`src/afu_route_pkg.sv`:
```
// ---------------------------------------------------------------------
// AFU routing package
// Widths, function port indices and the PF/VF routing lookup shared
// by the request pipeline and the FLR router
// ---------------------------------------------------------------------
package afu_route_pkg;

   // ------------------------------------------------------------------
   // Field widths
   // ------------------------------------------------------------------
   localparam int NUM_PORTS = 3;

   typedef logic [2:0]           pf_num_t;
   typedef logic [3:0]           vf_num_t;
   typedef logic [31:0]          payload_t;
   typedef logic [1:0]           port_id_t;
   // One request/ack bit per function port
   typedef logic [NUM_PORTS-1:0] port_vec_t;

   // ------------------------------------------------------------------
   // Routing table constants
   // ------------------------------------------------------------------
   // Management function, PF0 with no VF
   localparam port_id_t MGMT_PID  = 2'd0;
   // Port gasket group, PF0 VF0 up to PG_NUM_VF-1
   localparam port_id_t PG_PID    = 2'd1;
   // Static region catches everything else
   localparam port_id_t SR_PID    = 2'd2;
   localparam vf_num_t  PG_NUM_VF = 4'd3;

   // FLR sequencing states
   typedef enum logic [1:0] {
      IDLE,
      PORT_REQ,
      PORT_REL,
      HOST_ACK
   } flr_state_t;

   // Map a PF/VF to its function port
   // Rules are checked in order, first match wins
   function automatic port_id_t route_port(
      input pf_num_t pf,
      input vf_num_t vf,
      input logic    vf_active
   );
      port_id_t port;
      if ((pf == '0) && !vf_active) begin
         port = MGMT_PID;
      end else if ((pf == '0) && (vf < PG_NUM_VF)) begin
         port = PG_PID;
      end else begin
         // Default route
         port = SR_PID;
      end
      return port;
   endfunction

endpackage

```
`src/host_rx_stage.sv`:
```
// ---------------------------------------------------------------------
// Host receive stage
// Takes host requests over four-phase req/ack, holds one item and
// offers it to the routing stage with valid/ready
// ---------------------------------------------------------------------
`timescale 1ns/1ns

module host_rx_stage (
   input  logic                    clk_div2,
   input  logic                    i_rst_n,
   // Host request, four-phase
   input  logic                    i_req,
   input  afu_route_pkg::pf_num_t  i_req_pf,
   input  afu_route_pkg::vf_num_t  i_req_vf,
   input  logic                    i_req_vf_active,
   input  afu_route_pkg::payload_t i_req_data,
   output logic                    o_req_ack,
   // Downstream item
   output logic                    o_rx_valid,
   input  logic                    i_rx_ready,
   output afu_route_pkg::pf_num_t  o_rx_pf,
   output afu_route_pkg::vf_num_t  o_rx_vf,
   output logic                    o_rx_vf_active,
   output afu_route_pkg::payload_t o_rx_data
);

   logic full;
   logic take;

   // New request phase starts when req is high and the previous ack
   // has already been withdrawn
   // Only taken while the holding register is free
   assign take = i_req && !o_req_ack && !full;

   // Control state
   always_ff @(posedge clk_div2 or negedge i_rst_n) begin
      if (!i_rst_n) begin
         full      <= 1'b0;
         o_req_ack <= 1'b0;
      end else begin
         if (take) begin
            full      <= 1'b1;
            o_req_ack <= 1'b1;
         end else begin
            // Item leaves on a valid/ready beat
            if (full && i_rx_ready) begin
               full <= 1'b0;
            end
            // Return to zero once host drops req
            if (o_req_ack && !i_req) begin
               o_req_ack <= 1'b0;
            end
         end
      end
   end

   // Payload capture, fields are stable while req is high
   always_ff @(posedge clk_div2) begin
      if (take) begin
         o_rx_pf        <= i_req_pf;
         o_rx_vf        <= i_req_vf;
         o_rx_vf_active <= i_req_vf_active;
         o_rx_data      <= i_req_data;
      end
   end

   assign o_rx_valid = full;

endmodule

```
`src/pfvf_route_stage.sv`:
```
// ---------------------------------------------------------------------
// PF/VF routing stage
// Looks up the destination function port of each accepted item and
// holds it with its port ID for the output stage
// ---------------------------------------------------------------------
`timescale 1ns/1ns

module pfvf_route_stage (
   input  logic                    clk_div2,
   input  logic                    i_rst_n,
   // From host receive stage
   input  logic                    i_rx_valid,
   output logic                    o_rx_ready,
   input  afu_route_pkg::pf_num_t  i_rx_pf,
   input  afu_route_pkg::vf_num_t  i_rx_vf,
   input  logic                    i_rx_vf_active,
   input  afu_route_pkg::payload_t i_rx_data,
   // To port output stage
   output logic                    o_rt_valid,
   input  logic                    i_rt_ready,
   output afu_route_pkg::port_id_t o_rt_port,
   output afu_route_pkg::pf_num_t  o_rt_pf,
   output afu_route_pkg::vf_num_t  o_rt_vf,
   output logic                    o_rt_vf_active,
   output afu_route_pkg::payload_t o_rt_data
);

   logic full;
   logic accept;

   // Ready when empty, or when the held item moves on this edge
   assign o_rx_ready = !full || i_rt_ready;
   assign accept     = i_rx_valid && o_rx_ready;

   always_ff @(posedge clk_div2 or negedge i_rst_n) begin
      if (!i_rst_n) begin
         full <= 1'b0;
      end else if (accept) begin
         full <= 1'b1;
      end else if (i_rt_ready) begin
         full <= 1'b0;
      end
   end

   // Route lookup happens on the way in so the port ID is ready
   // together with rt_valid one cycle later
   always_ff @(posedge clk_div2) begin
      if (accept) begin
         o_rt_port      <= afu_route_pkg::route_port(i_rx_pf, i_rx_vf,
                                                     i_rx_vf_active);
         o_rt_pf        <= i_rx_pf;
         o_rt_vf        <= i_rx_vf;
         o_rt_vf_active <= i_rx_vf_active;
         o_rt_data      <= i_rx_data;
      end
   end

   assign o_rt_valid = full;

endmodule

```
`src/port_out_stage.sv`:
```
// ---------------------------------------------------------------------
// Port output stage
// Presents one routed item on its function port and runs the request
// side of the four-phase cycle against that port's ack
// ---------------------------------------------------------------------
`timescale 1ns/1ns

module port_out_stage (
   input  logic                     clk_div2,
   input  logic                     i_rst_n,
   // From routing stage
   input  logic                     i_rt_valid,
   output logic                     o_rt_ready,
   input  afu_route_pkg::port_id_t  i_rt_port,
   input  afu_route_pkg::pf_num_t   i_rt_pf,
   input  afu_route_pkg::vf_num_t   i_rt_vf,
   input  logic                     i_rt_vf_active,
   input  afu_route_pkg::payload_t  i_rt_data,
   // Function ports, four-phase
   output afu_route_pkg::port_vec_t o_port_req,
   input  afu_route_pkg::port_vec_t i_port_ack,
   output afu_route_pkg::pf_num_t   o_port_pf,
   output afu_route_pkg::vf_num_t   o_port_vf,
   output logic                     o_port_vf_active,
   output afu_route_pkg::payload_t  o_port_data
);

   // Item held from accept until its ack has gone back low
   logic                    busy;
   afu_route_pkg::port_id_t sel_port;
   logic                    sel_ack;
   logic                    accept;
   logic                    req_on;

   assign o_rt_ready = !busy;
   assign accept     = i_rt_valid && o_rt_ready;
   assign req_on     = |o_port_req;

   // Only the ack of the port we drive counts
   assign sel_ack = i_port_ack[sel_port];

   // ------------------------------------------------------------------
   // Four-phase request sequencing
   // ------------------------------------------------------------------
   always_ff @(posedge clk_div2 or negedge i_rst_n) begin
      if (!i_rst_n) begin
         busy       <= 1'b0;
         o_port_req <= '0;
         sel_port   <= afu_route_pkg::MGMT_PID;
      end else begin
         if (accept) begin
            busy       <= 1'b1;
            sel_port   <= i_rt_port;
            // One-hot request bit for the routed port
            o_port_req <= afu_route_pkg::port_vec_t'(1) << i_rt_port;
         end else if (busy && req_on && sel_ack) begin
            // Port took the item, withdraw request
            o_port_req <= '0;
         end else if (busy && !req_on && !sel_ack) begin
            // Ack back to zero, cycle done
            busy <= 1'b0;
         end
      end
   end

   // ------------------------------------------------------------------
   // Payload hold
   // ------------------------------------------------------------------
   // Fields stay stable for the whole cycle on the port
   always_ff @(posedge clk_div2) begin
      if (accept) begin
         o_port_pf        <= i_rt_pf;
         o_port_vf        <= i_rt_vf;
         o_port_vf_active <= i_rt_vf_active;
         o_port_data      <= i_rt_data;
      end
   end

endmodule

```
`src/flr_router.sv`:
```
// ---------------------------------------------------------------------
// FLR router
// Sends one host function-level reset to the port that owns the
// PF/VF and answers the host once that port has acknowledged
// ---------------------------------------------------------------------
`timescale 1ns/1ns

module flr_router (
   input  logic                     clk_div2,
   input  logic                     i_rst_n,
   // Host FLR, four-phase
   input  logic                     i_flr_req,
   input  afu_route_pkg::pf_num_t   i_flr_pf,
   input  afu_route_pkg::vf_num_t   i_flr_vf,
   input  logic                     i_flr_vf_active,
   output logic                     o_flr_ack,
   // Port side FLR, four-phase
   output afu_route_pkg::port_vec_t o_flr_port_req,
   input  afu_route_pkg::port_vec_t i_flr_port_ack,
   output afu_route_pkg::pf_num_t   o_flr_port_pf,
   output afu_route_pkg::vf_num_t   o_flr_port_vf
);

   afu_route_pkg::flr_state_t state;
   afu_route_pkg::flr_state_t state_nxt;
   afu_route_pkg::port_id_t   flr_port;
   logic                      port_ack;
   logic                      start;

   assign port_ack = i_flr_port_ack[flr_port];
   assign start    = (state == afu_route_pkg::IDLE) && i_flr_req;

   // ------------------------------------------------------------------
   // Next state
   // ------------------------------------------------------------------
   always_comb begin
      state_nxt = state;
      case (state)
         afu_route_pkg::IDLE: begin
            if (i_flr_req) begin
               state_nxt = afu_route_pkg::PORT_REQ;
            end
         end
         // Hold port request until the owner acks
         afu_route_pkg::PORT_REQ: begin
            if (port_ack) begin
               state_nxt = afu_route_pkg::PORT_REL;
            end
         end
         // Request dropped, wait for port ack to return low
         afu_route_pkg::PORT_REL: begin
            if (!port_ack) begin
               state_nxt = afu_route_pkg::HOST_ACK;
            end
         end
         // Host sees ack until it drops its request
         afu_route_pkg::HOST_ACK: begin
            if (!i_flr_req) begin
               state_nxt = afu_route_pkg::IDLE;
            end
         end
         default: begin
            state_nxt = afu_route_pkg::IDLE;
         end
      endcase
   end

   always_ff @(posedge clk_div2 or negedge i_rst_n) begin
      if (!i_rst_n) begin
         state    <= afu_route_pkg::IDLE;
         flr_port <= afu_route_pkg::MGMT_PID;
      end else begin
         state <= state_nxt;
         if (start) begin
            flr_port <= afu_route_pkg::route_port(i_flr_pf, i_flr_vf,
                                                  i_flr_vf_active);
         end
      end
   end

   // Target function, held for the whole port cycle
   always_ff @(posedge clk_div2) begin
      if (start) begin
         o_flr_port_pf <= i_flr_pf;
         o_flr_port_vf <= i_flr_vf;
      end
   end

   // ------------------------------------------------------------------
   // Outputs decoded from state
   // ------------------------------------------------------------------
   assign o_flr_port_req = (state == afu_route_pkg::PORT_REQ) ?
                           (afu_route_pkg::port_vec_t'(1) << flr_port) : '0;
   assign o_flr_ack      = (state == afu_route_pkg::HOST_ACK);

endmodule

```
`src/afu_route_top.sv`:
```
// ---------------------------------------------------------------------
// AFU routing top level
// Three-stage PF/VF request pipeline from host to function ports,
// alongside the FLR router
// ---------------------------------------------------------------------
`timescale 1ns/1ns

module afu_route_top (
   input  logic                     clk_div2,
   input  logic                     i_rst_n,
   // Host request
   input  logic                     i_req,
   input  afu_route_pkg::pf_num_t   i_req_pf,
   input  afu_route_pkg::vf_num_t   i_req_vf,
   input  logic                     i_req_vf_active,
   input  afu_route_pkg::payload_t  i_req_data,
   output logic                     o_req_ack,
   // Function ports
   output afu_route_pkg::port_vec_t o_port_req,
   input  afu_route_pkg::port_vec_t i_port_ack,
   output afu_route_pkg::pf_num_t   o_port_pf,
   output afu_route_pkg::vf_num_t   o_port_vf,
   output logic                     o_port_vf_active,
   output afu_route_pkg::payload_t  o_port_data,
   // Host FLR
   input  logic                     i_flr_req,
   input  afu_route_pkg::pf_num_t   i_flr_pf,
   input  afu_route_pkg::vf_num_t   i_flr_vf,
   input  logic                     i_flr_vf_active,
   output logic                     o_flr_ack,
   // Port FLR
   output afu_route_pkg::port_vec_t o_flr_port_req,
   input  afu_route_pkg::port_vec_t i_flr_port_ack,
   output afu_route_pkg::pf_num_t   o_flr_port_pf,
   output afu_route_pkg::vf_num_t   o_flr_port_vf
);

   // ------------------------------------------------------------------
   // Stage links
   // ------------------------------------------------------------------
   // Receive to routing
   logic                    rx_valid;
   logic                    rx_ready;
   afu_route_pkg::pf_num_t  rx_pf;
   afu_route_pkg::vf_num_t  rx_vf;
   logic                    rx_vf_active;
   afu_route_pkg::payload_t rx_data;
   // Routing to output
   logic                    rt_valid;
   logic                    rt_ready;
   afu_route_pkg::port_id_t rt_port;
   afu_route_pkg::pf_num_t  rt_pf;
   afu_route_pkg::vf_num_t  rt_vf;
   logic                    rt_vf_active;
   afu_route_pkg::payload_t rt_data;

   host_rx_stage u_host_rx (
      .clk_div2        (clk_div2),
      .i_rst_n         (i_rst_n),
      .i_req           (i_req),
      .i_req_pf        (i_req_pf),
      .i_req_vf        (i_req_vf),
      .i_req_vf_active (i_req_vf_active),
      .i_req_data      (i_req_data),
      .o_req_ack       (o_req_ack),
      .o_rx_valid      (rx_valid),
      .i_rx_ready      (rx_ready),
      .o_rx_pf         (rx_pf),
      .o_rx_vf         (rx_vf),
      .o_rx_vf_active  (rx_vf_active),
      .o_rx_data       (rx_data)
   );

   pfvf_route_stage u_route (
      .clk_div2       (clk_div2),
      .i_rst_n        (i_rst_n),
      .i_rx_valid     (rx_valid),
      .o_rx_ready     (rx_ready),
      .i_rx_pf        (rx_pf),
      .i_rx_vf        (rx_vf),
      .i_rx_vf_active (rx_vf_active),
      .i_rx_data      (rx_data),
      .o_rt_valid     (rt_valid),
      .i_rt_ready     (rt_ready),
      .o_rt_port      (rt_port),
      .o_rt_pf        (rt_pf),
      .o_rt_vf        (rt_vf),
      .o_rt_vf_active (rt_vf_active),
      .o_rt_data      (rt_data)
   );

   port_out_stage u_port_out (
      .clk_div2         (clk_div2),
      .i_rst_n          (i_rst_n),
      .i_rt_valid       (rt_valid),
      .o_rt_ready       (rt_ready),
      .i_rt_port        (rt_port),
      .i_rt_pf          (rt_pf),
      .i_rt_vf          (rt_vf),
      .i_rt_vf_active   (rt_vf_active),
      .i_rt_data        (rt_data),
      .o_port_req       (o_port_req),
      .i_port_ack       (i_port_ack),
      .o_port_pf        (o_port_pf),
      .o_port_vf        (o_port_vf),
      .o_port_vf_active (o_port_vf_active),
      .o_port_data      (o_port_data)
   );

   // ------------------------------------------------------------------
   // FLR path, independent of the request pipeline
   // ------------------------------------------------------------------
   flr_router u_flr (
      .clk_div2        (clk_div2),
      .i_rst_n         (i_rst_n),
      .i_flr_req       (i_flr_req),
      .i_flr_pf        (i_flr_pf),
      .i_flr_vf        (i_flr_vf),
      .i_flr_vf_active (i_flr_vf_active),
      .o_flr_ack       (o_flr_ack),
      .o_flr_port_req  (o_flr_port_req),
      .i_flr_port_ack  (i_flr_port_ack),
      .o_flr_port_pf   (o_flr_port_pf),
      .o_flr_port_vf   (o_flr_port_vf)
   );

endmodule

```
`config.mk`:
```
export PLATFORM = sky130hd
export DESIGN_NAME = afu_route_top
export DESIGN_NICKNAME = d
export VERILOG_FILES = /design/src/afu_route_pkg.sv /design/src/host_rx_stage.sv /design/src/pfvf_route_stage.sv /design/src/port_out_stage.sv /design/src/flr_router.sv /design/src/afu_route_top.sv
export SDC_FILE = /design/constraint.sdc
export NUM_CORES = 1
export LEC_CHECK = 0
export BUFFER_PORTS_ARGS = -buffer_cell sky130_fd_sc_hd__buf_2
export CORE_UTILIZATION = 40
export DETAILED_ROUTE_END_ITERATION = 10
export PLACE_DENSITY = 0.65
export SYNTH_ARGS = -nofsm -noshare
export SYNTH_HDL_FRONTEND = slang
export SYNTH_SLANG_ARGS = --single-unit
```
`constraint.sdc`:
```
create_clock -name clk_div2 -period 9.05 [get_ports clk_div2]
set_clock_uncertainty 0.1 [all_clocks]
set_input_delay 0.905 -clock clk_div2 [delete_from_list [all_inputs] [get_ports clk_div2]]
set_output_delay 0.905 -clock clk_div2 [all_outputs]
set_load 0.005 [all_outputs]
```
# [Yosys cells after proc, flatten, opt, wreduce, memory -nomap -nowiden]
# Cells that the tools add are included.
[totals] reg_bits=142 output_inout_bits=55
[op_classes] magnitude_cmp=4 eq_ne=9 shifts=2 mux=24 n_reduce_logical=34
[ops] operator="logical AND 1 bit" n=14
[ops] operator="2-to-1 mux 2 bit" n=7
[ops] operator="2-to-1 mux 1 bit" n=11
[ops] operator="zero test 1 bit" n=9
[ops] operator="2-to-1 mux 3 bit" n=3
[ops] operator="less-than comparator 4 x 2 -> 1 bit, second input constant" n=2
[ops] operator="inequality test 2 bit, second input constant" n=4
[ops] operator="case mux 2 bit (4 select lines)" n=1
[ops] operator="nonzero test 2 bit" n=4
[ops] operator="zero test 3 bit" n=2
[ops] operator="less-than comparator 2 x 3 -> 1 bit, second input constant" n=2
[ops] operator="<< shifter 1 x 2 -> 3 bit, first input constant" n=2
[ops] operator="binary-select mux 1 bit (select 2 bit)" n=2
[ops] operator="equality test 2 bit, second input constant" n=2
[ops] operator="inequality test 2 x 1 -> 1 bit, second input constant" n=2
[ops] operator="AND reduction 4 bit" n=1
[ops] operator="OR reduction 3 bit" n=1
[ops] operator="equality test 2 x 1 -> 1 bit, second input constant" n=1
[ops] operator="zero test 2 bit" n=1
[ops] operator="AND reduction 2 bit" n=1
[ops] operator="logical OR 1 bit" n=1

# [Longest topological paths before layout]
[logic_depth] depth_word=7 depth_mapped=6 depth_no_buf=6

# [Hierarchy]
# A second synthesis with hierarchy kept.
[unflattened] cells_unflattened=206 area_unflattened_um2=4677.0
[modules_own_cells] mod="port_out_stage" n_inst=1 cells_each=66 area_per_inst_um2=1492.7 seq_area_each_um2=1351.3
[modules_own_cells] mod="pfvf_route_stage" n_inst=1 cells_each=51 area_per_inst_um2=1337.5 seq_area_each_um2=1286.2
[modules_own_cells] mod="host_rx_stage" n_inst=1 cells_each=47 area_per_inst_um2=1286.2 seq_area_each_um2=1251.2
[modules_own_cells] mod="flr_router" n_inst=1 cells_each=42 area_per_inst_um2=560.5 seq_area_each_um2=310.3

# [Least setup slack after synthesis]
# Ideal clock, no wire load.
[synth_path] kind="input-to-reg" start="input i_req" end="register u_host_rx.o_rx_data[0] (enable)" setup_ns=0.498 arrival_ns=3.892 slack_ns=4.560 stages=1 path_buffers=0 path_cell_list="nor3b_1"
[synth_between] elab_chain_cells=2
[synth_lines] item="from (decl)" line="afu_route_top.sv:12" source="input logic i_req,"
[synth_lines] item="logical AND 1 bit (2 in a row)" line="host_rx_stage.sv:33" source="assign take = i_req && !o_req_ack && !full;"
[synth_lines] item="to (signal assigned)" line="host_rx_stage.sv:63" source="o_rx_data <= i_req_data;"
[synth_lines] item="to (decl)" line="host_rx_stage.sv:24" source="output afu_route_pkg::payload_t o_rx_data"
# Every way passes these cells.
# A chain may end at the register's enable or synchronous reset.

# [Worst setup path after layout]
[layout_path] start="register u_flr.state[1]" end="output o_flr_port_req[0]"
[layout_between] elab_chain_cells=2
[layout_lines] item="from (decl)" line="flr_router.sv:24" source="afu_route_pkg::flr_state_t state;"
[layout_lines] item="from (signal assigned)" line="flr_router.sv:70" source="state <= afu_route_pkg::IDLE;"
[layout_lines] item="from (signal assigned)" line="flr_router.sv:73" source="state <= state_nxt;"
[layout_lines] item="equality test 2 x 1 -> 1 bit" line="flr_router.sv:92" source="assign o_flr_port_req = (state == afu_route_pkg::PORT_REQ) ?"
[layout_lines] item="2-to-1 mux 3 bit" line="flr_router.sv:92"
[layout_lines] item="to (decl)" line="afu_route_top.sv:32" source="output afu_route_pkg::port_vec_t o_flr_port_req,"
# Every way passes these cells.

==> qor.txt <==
status - finished clean
first-pass GRT wire length - 10600 µm
Max Cap Viol - 0
Post-CTS Setup Inserts - 0
Post-Syn Nets - 274
Worst Setup Path Type - register to output pin
peak supply drop - 0.000146 V
clk root buf - clkbuf_16
area grow syn2layout - 28.4%
worst r2r dst - u_port_out.o_port_data[3]
Total GRT Usage - 0.126
Post-synth ARST share - 0.0915
crit path DAT - 1.46 ns
H-tree depth - 4
worst slew pin tran - 0.830 ns
worst r2r src - u_port_out.busy
Core Region - 11400 µm²
vias - 2242
initial antenna violation count - 0
first-pass detailed-route iteration total - 4
IO Pins - 113
HP Class - primary input to asynchronous set/reset pin
area of the die - 12100 µm²
EDFF count, synth - 129
Syn. warnings - 0
startpoint types - register
setup TNS - 0 ns
deepest clock path buffer count - 2
RSZ-0062 raised after global routing - false
initial core utilization - 0.410
drt via density - 4.49
post-DP HPWL - 4660 µm
vias in the first global route - 2196
worst endpoint required time - 8.05 ns
IO Port Bufs - 112
Fin. Hold Viols - 0
DIE WIDTH - 110 µm
Pleak - 2.31 nW
Syn Inst Count - 211
pwr dens - 304 nW/µm²
Overflow after GRT - 0
Routed WL - 7070 µm
CP endpoint - o_flr_port_req[0]
critical path endpoint category - output pin
fin. max-slew vios - 0
syn_area_per_cell - 22.1 µm²
hold_buf cts - 0
R2R depth - 2
r2r setup slk - 7.13 ns
std cell rows - 39
Clk Latency, worst-skew pair - 0.40 ns
final period utilization - 0.273
area of the mapped netlist - 4660 µm²
synth unique cells - 28
crit path time final - 2.47 ns
Slew headroom - 0.446
hold_ws - 0.291 ns
CTS tree - done
Yosys reg bits - 142
ys flop type - edfxtp_1
antenna diode count - 0
commonest non-fill, non-tap cell in the layout - edfxtp_1
ANT nets after route - 0
wire per inst - 14.2 µm
post_cts resized - 0
routability cong. - 0.670
worst-path maximum fanout - 4
CTS Buf Count - 17
Setup violations, final - 0
initial drt markers - 81
share of cells above drive strength 1 - 0.435
number of remaining DRC errors - 0
most frequent cells in the layout - 129 x edfxtp_1, 112 x buf_2, 17 x clkbuf_16
clock-pin slew on the worst setup and hold paths - 0.05 ns
fmax - 0.405 GHz
Die Y - 110 µm
Pwr Total - 1.82 mW
nets - 406
Sink Count - 142
Critical Path Source - u_flr.state[1]
register area share after synthesis - 0.901
largest net degree at the start of global routing - 43
## final cells by class
type / instances / area [µm²]
Fill cell: 930 / 5390
Sequential cell: 142 / 4200
Timing Repair Buffer: 114 / 576
Multi-Input combinational cell: 60 / 443
Clock buffer: 19 / 433
Tap cell: 143 / 179
Clock inverter: 13 / 124
Inverter: 8 / 30.0
## flip-flops by register name, indices dropped and copies added (netlist names), 2 cells and up
register / count
u_flr.flr_port: 2
u_flr.o_flr_port_pf: 3
u_flr.o_flr_port_vf: 4
u_flr.state: 2
u_host_rx.o_rx_data: 32
u_host_rx.o_rx_pf: 3
u_host_rx.o_rx_vf: 4
u_port_out.o_port_data: 32
u_port_out.o_port_pf: 3
u_port_out.o_port_req: 3
u_port_out.o_port_vf: 4
u_port_out.sel_port: 2
u_route.o_rt_data: 32
u_route.o_rt_pf: 3
u_route.o_rt_port: 2
u_route.o_rt_vf: 4
## worst min path at each step
| stage | from | to | slack (ns) | cells past startpoint |
|---|---|---|---|---|
| finish | i_rst_n | u_flr.state[0] | 0.29 | 1 |
| global route | i_rst_n | u_flr.flr_port[0] | 0.29 | 1 |
| CTS | i_rst_n | u_flr.state[0] | 0.29 | 1 |
| detailed placement | u_route.o_rt_data[13] | u_port_out.o_port_data[13] | 0.30 | 0 |
| global placement | u_host_rx.o_rx_data[17] | u_route.o_rt_data[17] | 0.30 | 0 |
| floorplan | u_route.o_rt_data[0] | u_port_out.o_port_data[0] | 0.30 | 0 |
## routing by layer
layer / GRT usage / share of wire / vias up
met5: 0 / 0 / -
met4: 0.0600 / 0.013 / 0
met3: 0.0628 / 0.066 / 8
met2: 0.196 / 0.51 / 72
met1: 0.146 / 0.41 / 1080
li1: - / - / 1082
## cell families (layout without fill, tap and decap cells)
logic type,count (synthesis),count (layout),synth area share
buffers and inverters,9,154,0.00725
AO/OA/AOI/OAI,21,21,0.0341
flip-flops,142,142,0.901
adder cells (fa/ha/maj),5,5,0.0134
AND/OR/NAND/NOR,28,28,0.0285
multiplexers,6,6,0.0156
## where the power goes
| part | internal (mW) | switching [mW] |
|---|---|---|
| clock network | 0.401 | 0.241 |
| registers | 0.877 | 0.0550 |
| logic | 0.107 | 0.137 |
| total | 1.39 | 0.433 |
## worst max-delay path, cell delays in order (launching register included)
cell and delay [ns]:
dfrtp_1 0.41, inv_1 0.12, ha_1 0.20, nand2b_1 0.10, nor2_1 0.11, buf_2 0.12
## through the flow
stage	cell area [µm²]	cells	worst slack, ns	utilization
floorplan	4660	211	4.56	-
global placement	5430	467	6.91	0.477
detailed placement	5430	467	6.91	0.477
CTS	5980	499	6.56	0.526
global route	5980	499	6.49	0.526
finish	5980	499	6.58	0.526
## cell usage after synthesis, types with 2 or more instances
cell type  instances  share of area
a21boi_0           2         0.0032
o22ai_1            4         0.0054
mux2_4             2         0.0064
nor3b_1            2         0.0032
nor2_1             5         0.0040
mux2_2             2         0.0048
edfxtp_1         129           0.83
mux2i_1            2         0.0043
dfrtp_1           13          0.070
a21oi_1            3         0.0032
o21ai_0            4         0.0043
nand2b_1           2         0.0027
inv_1              8         0.0064
nand2_1           13          0.010
nor3_1             3         0.0032
ha_1               5          0.013
No activity file was read; power rests on OpenSTA's default activity.
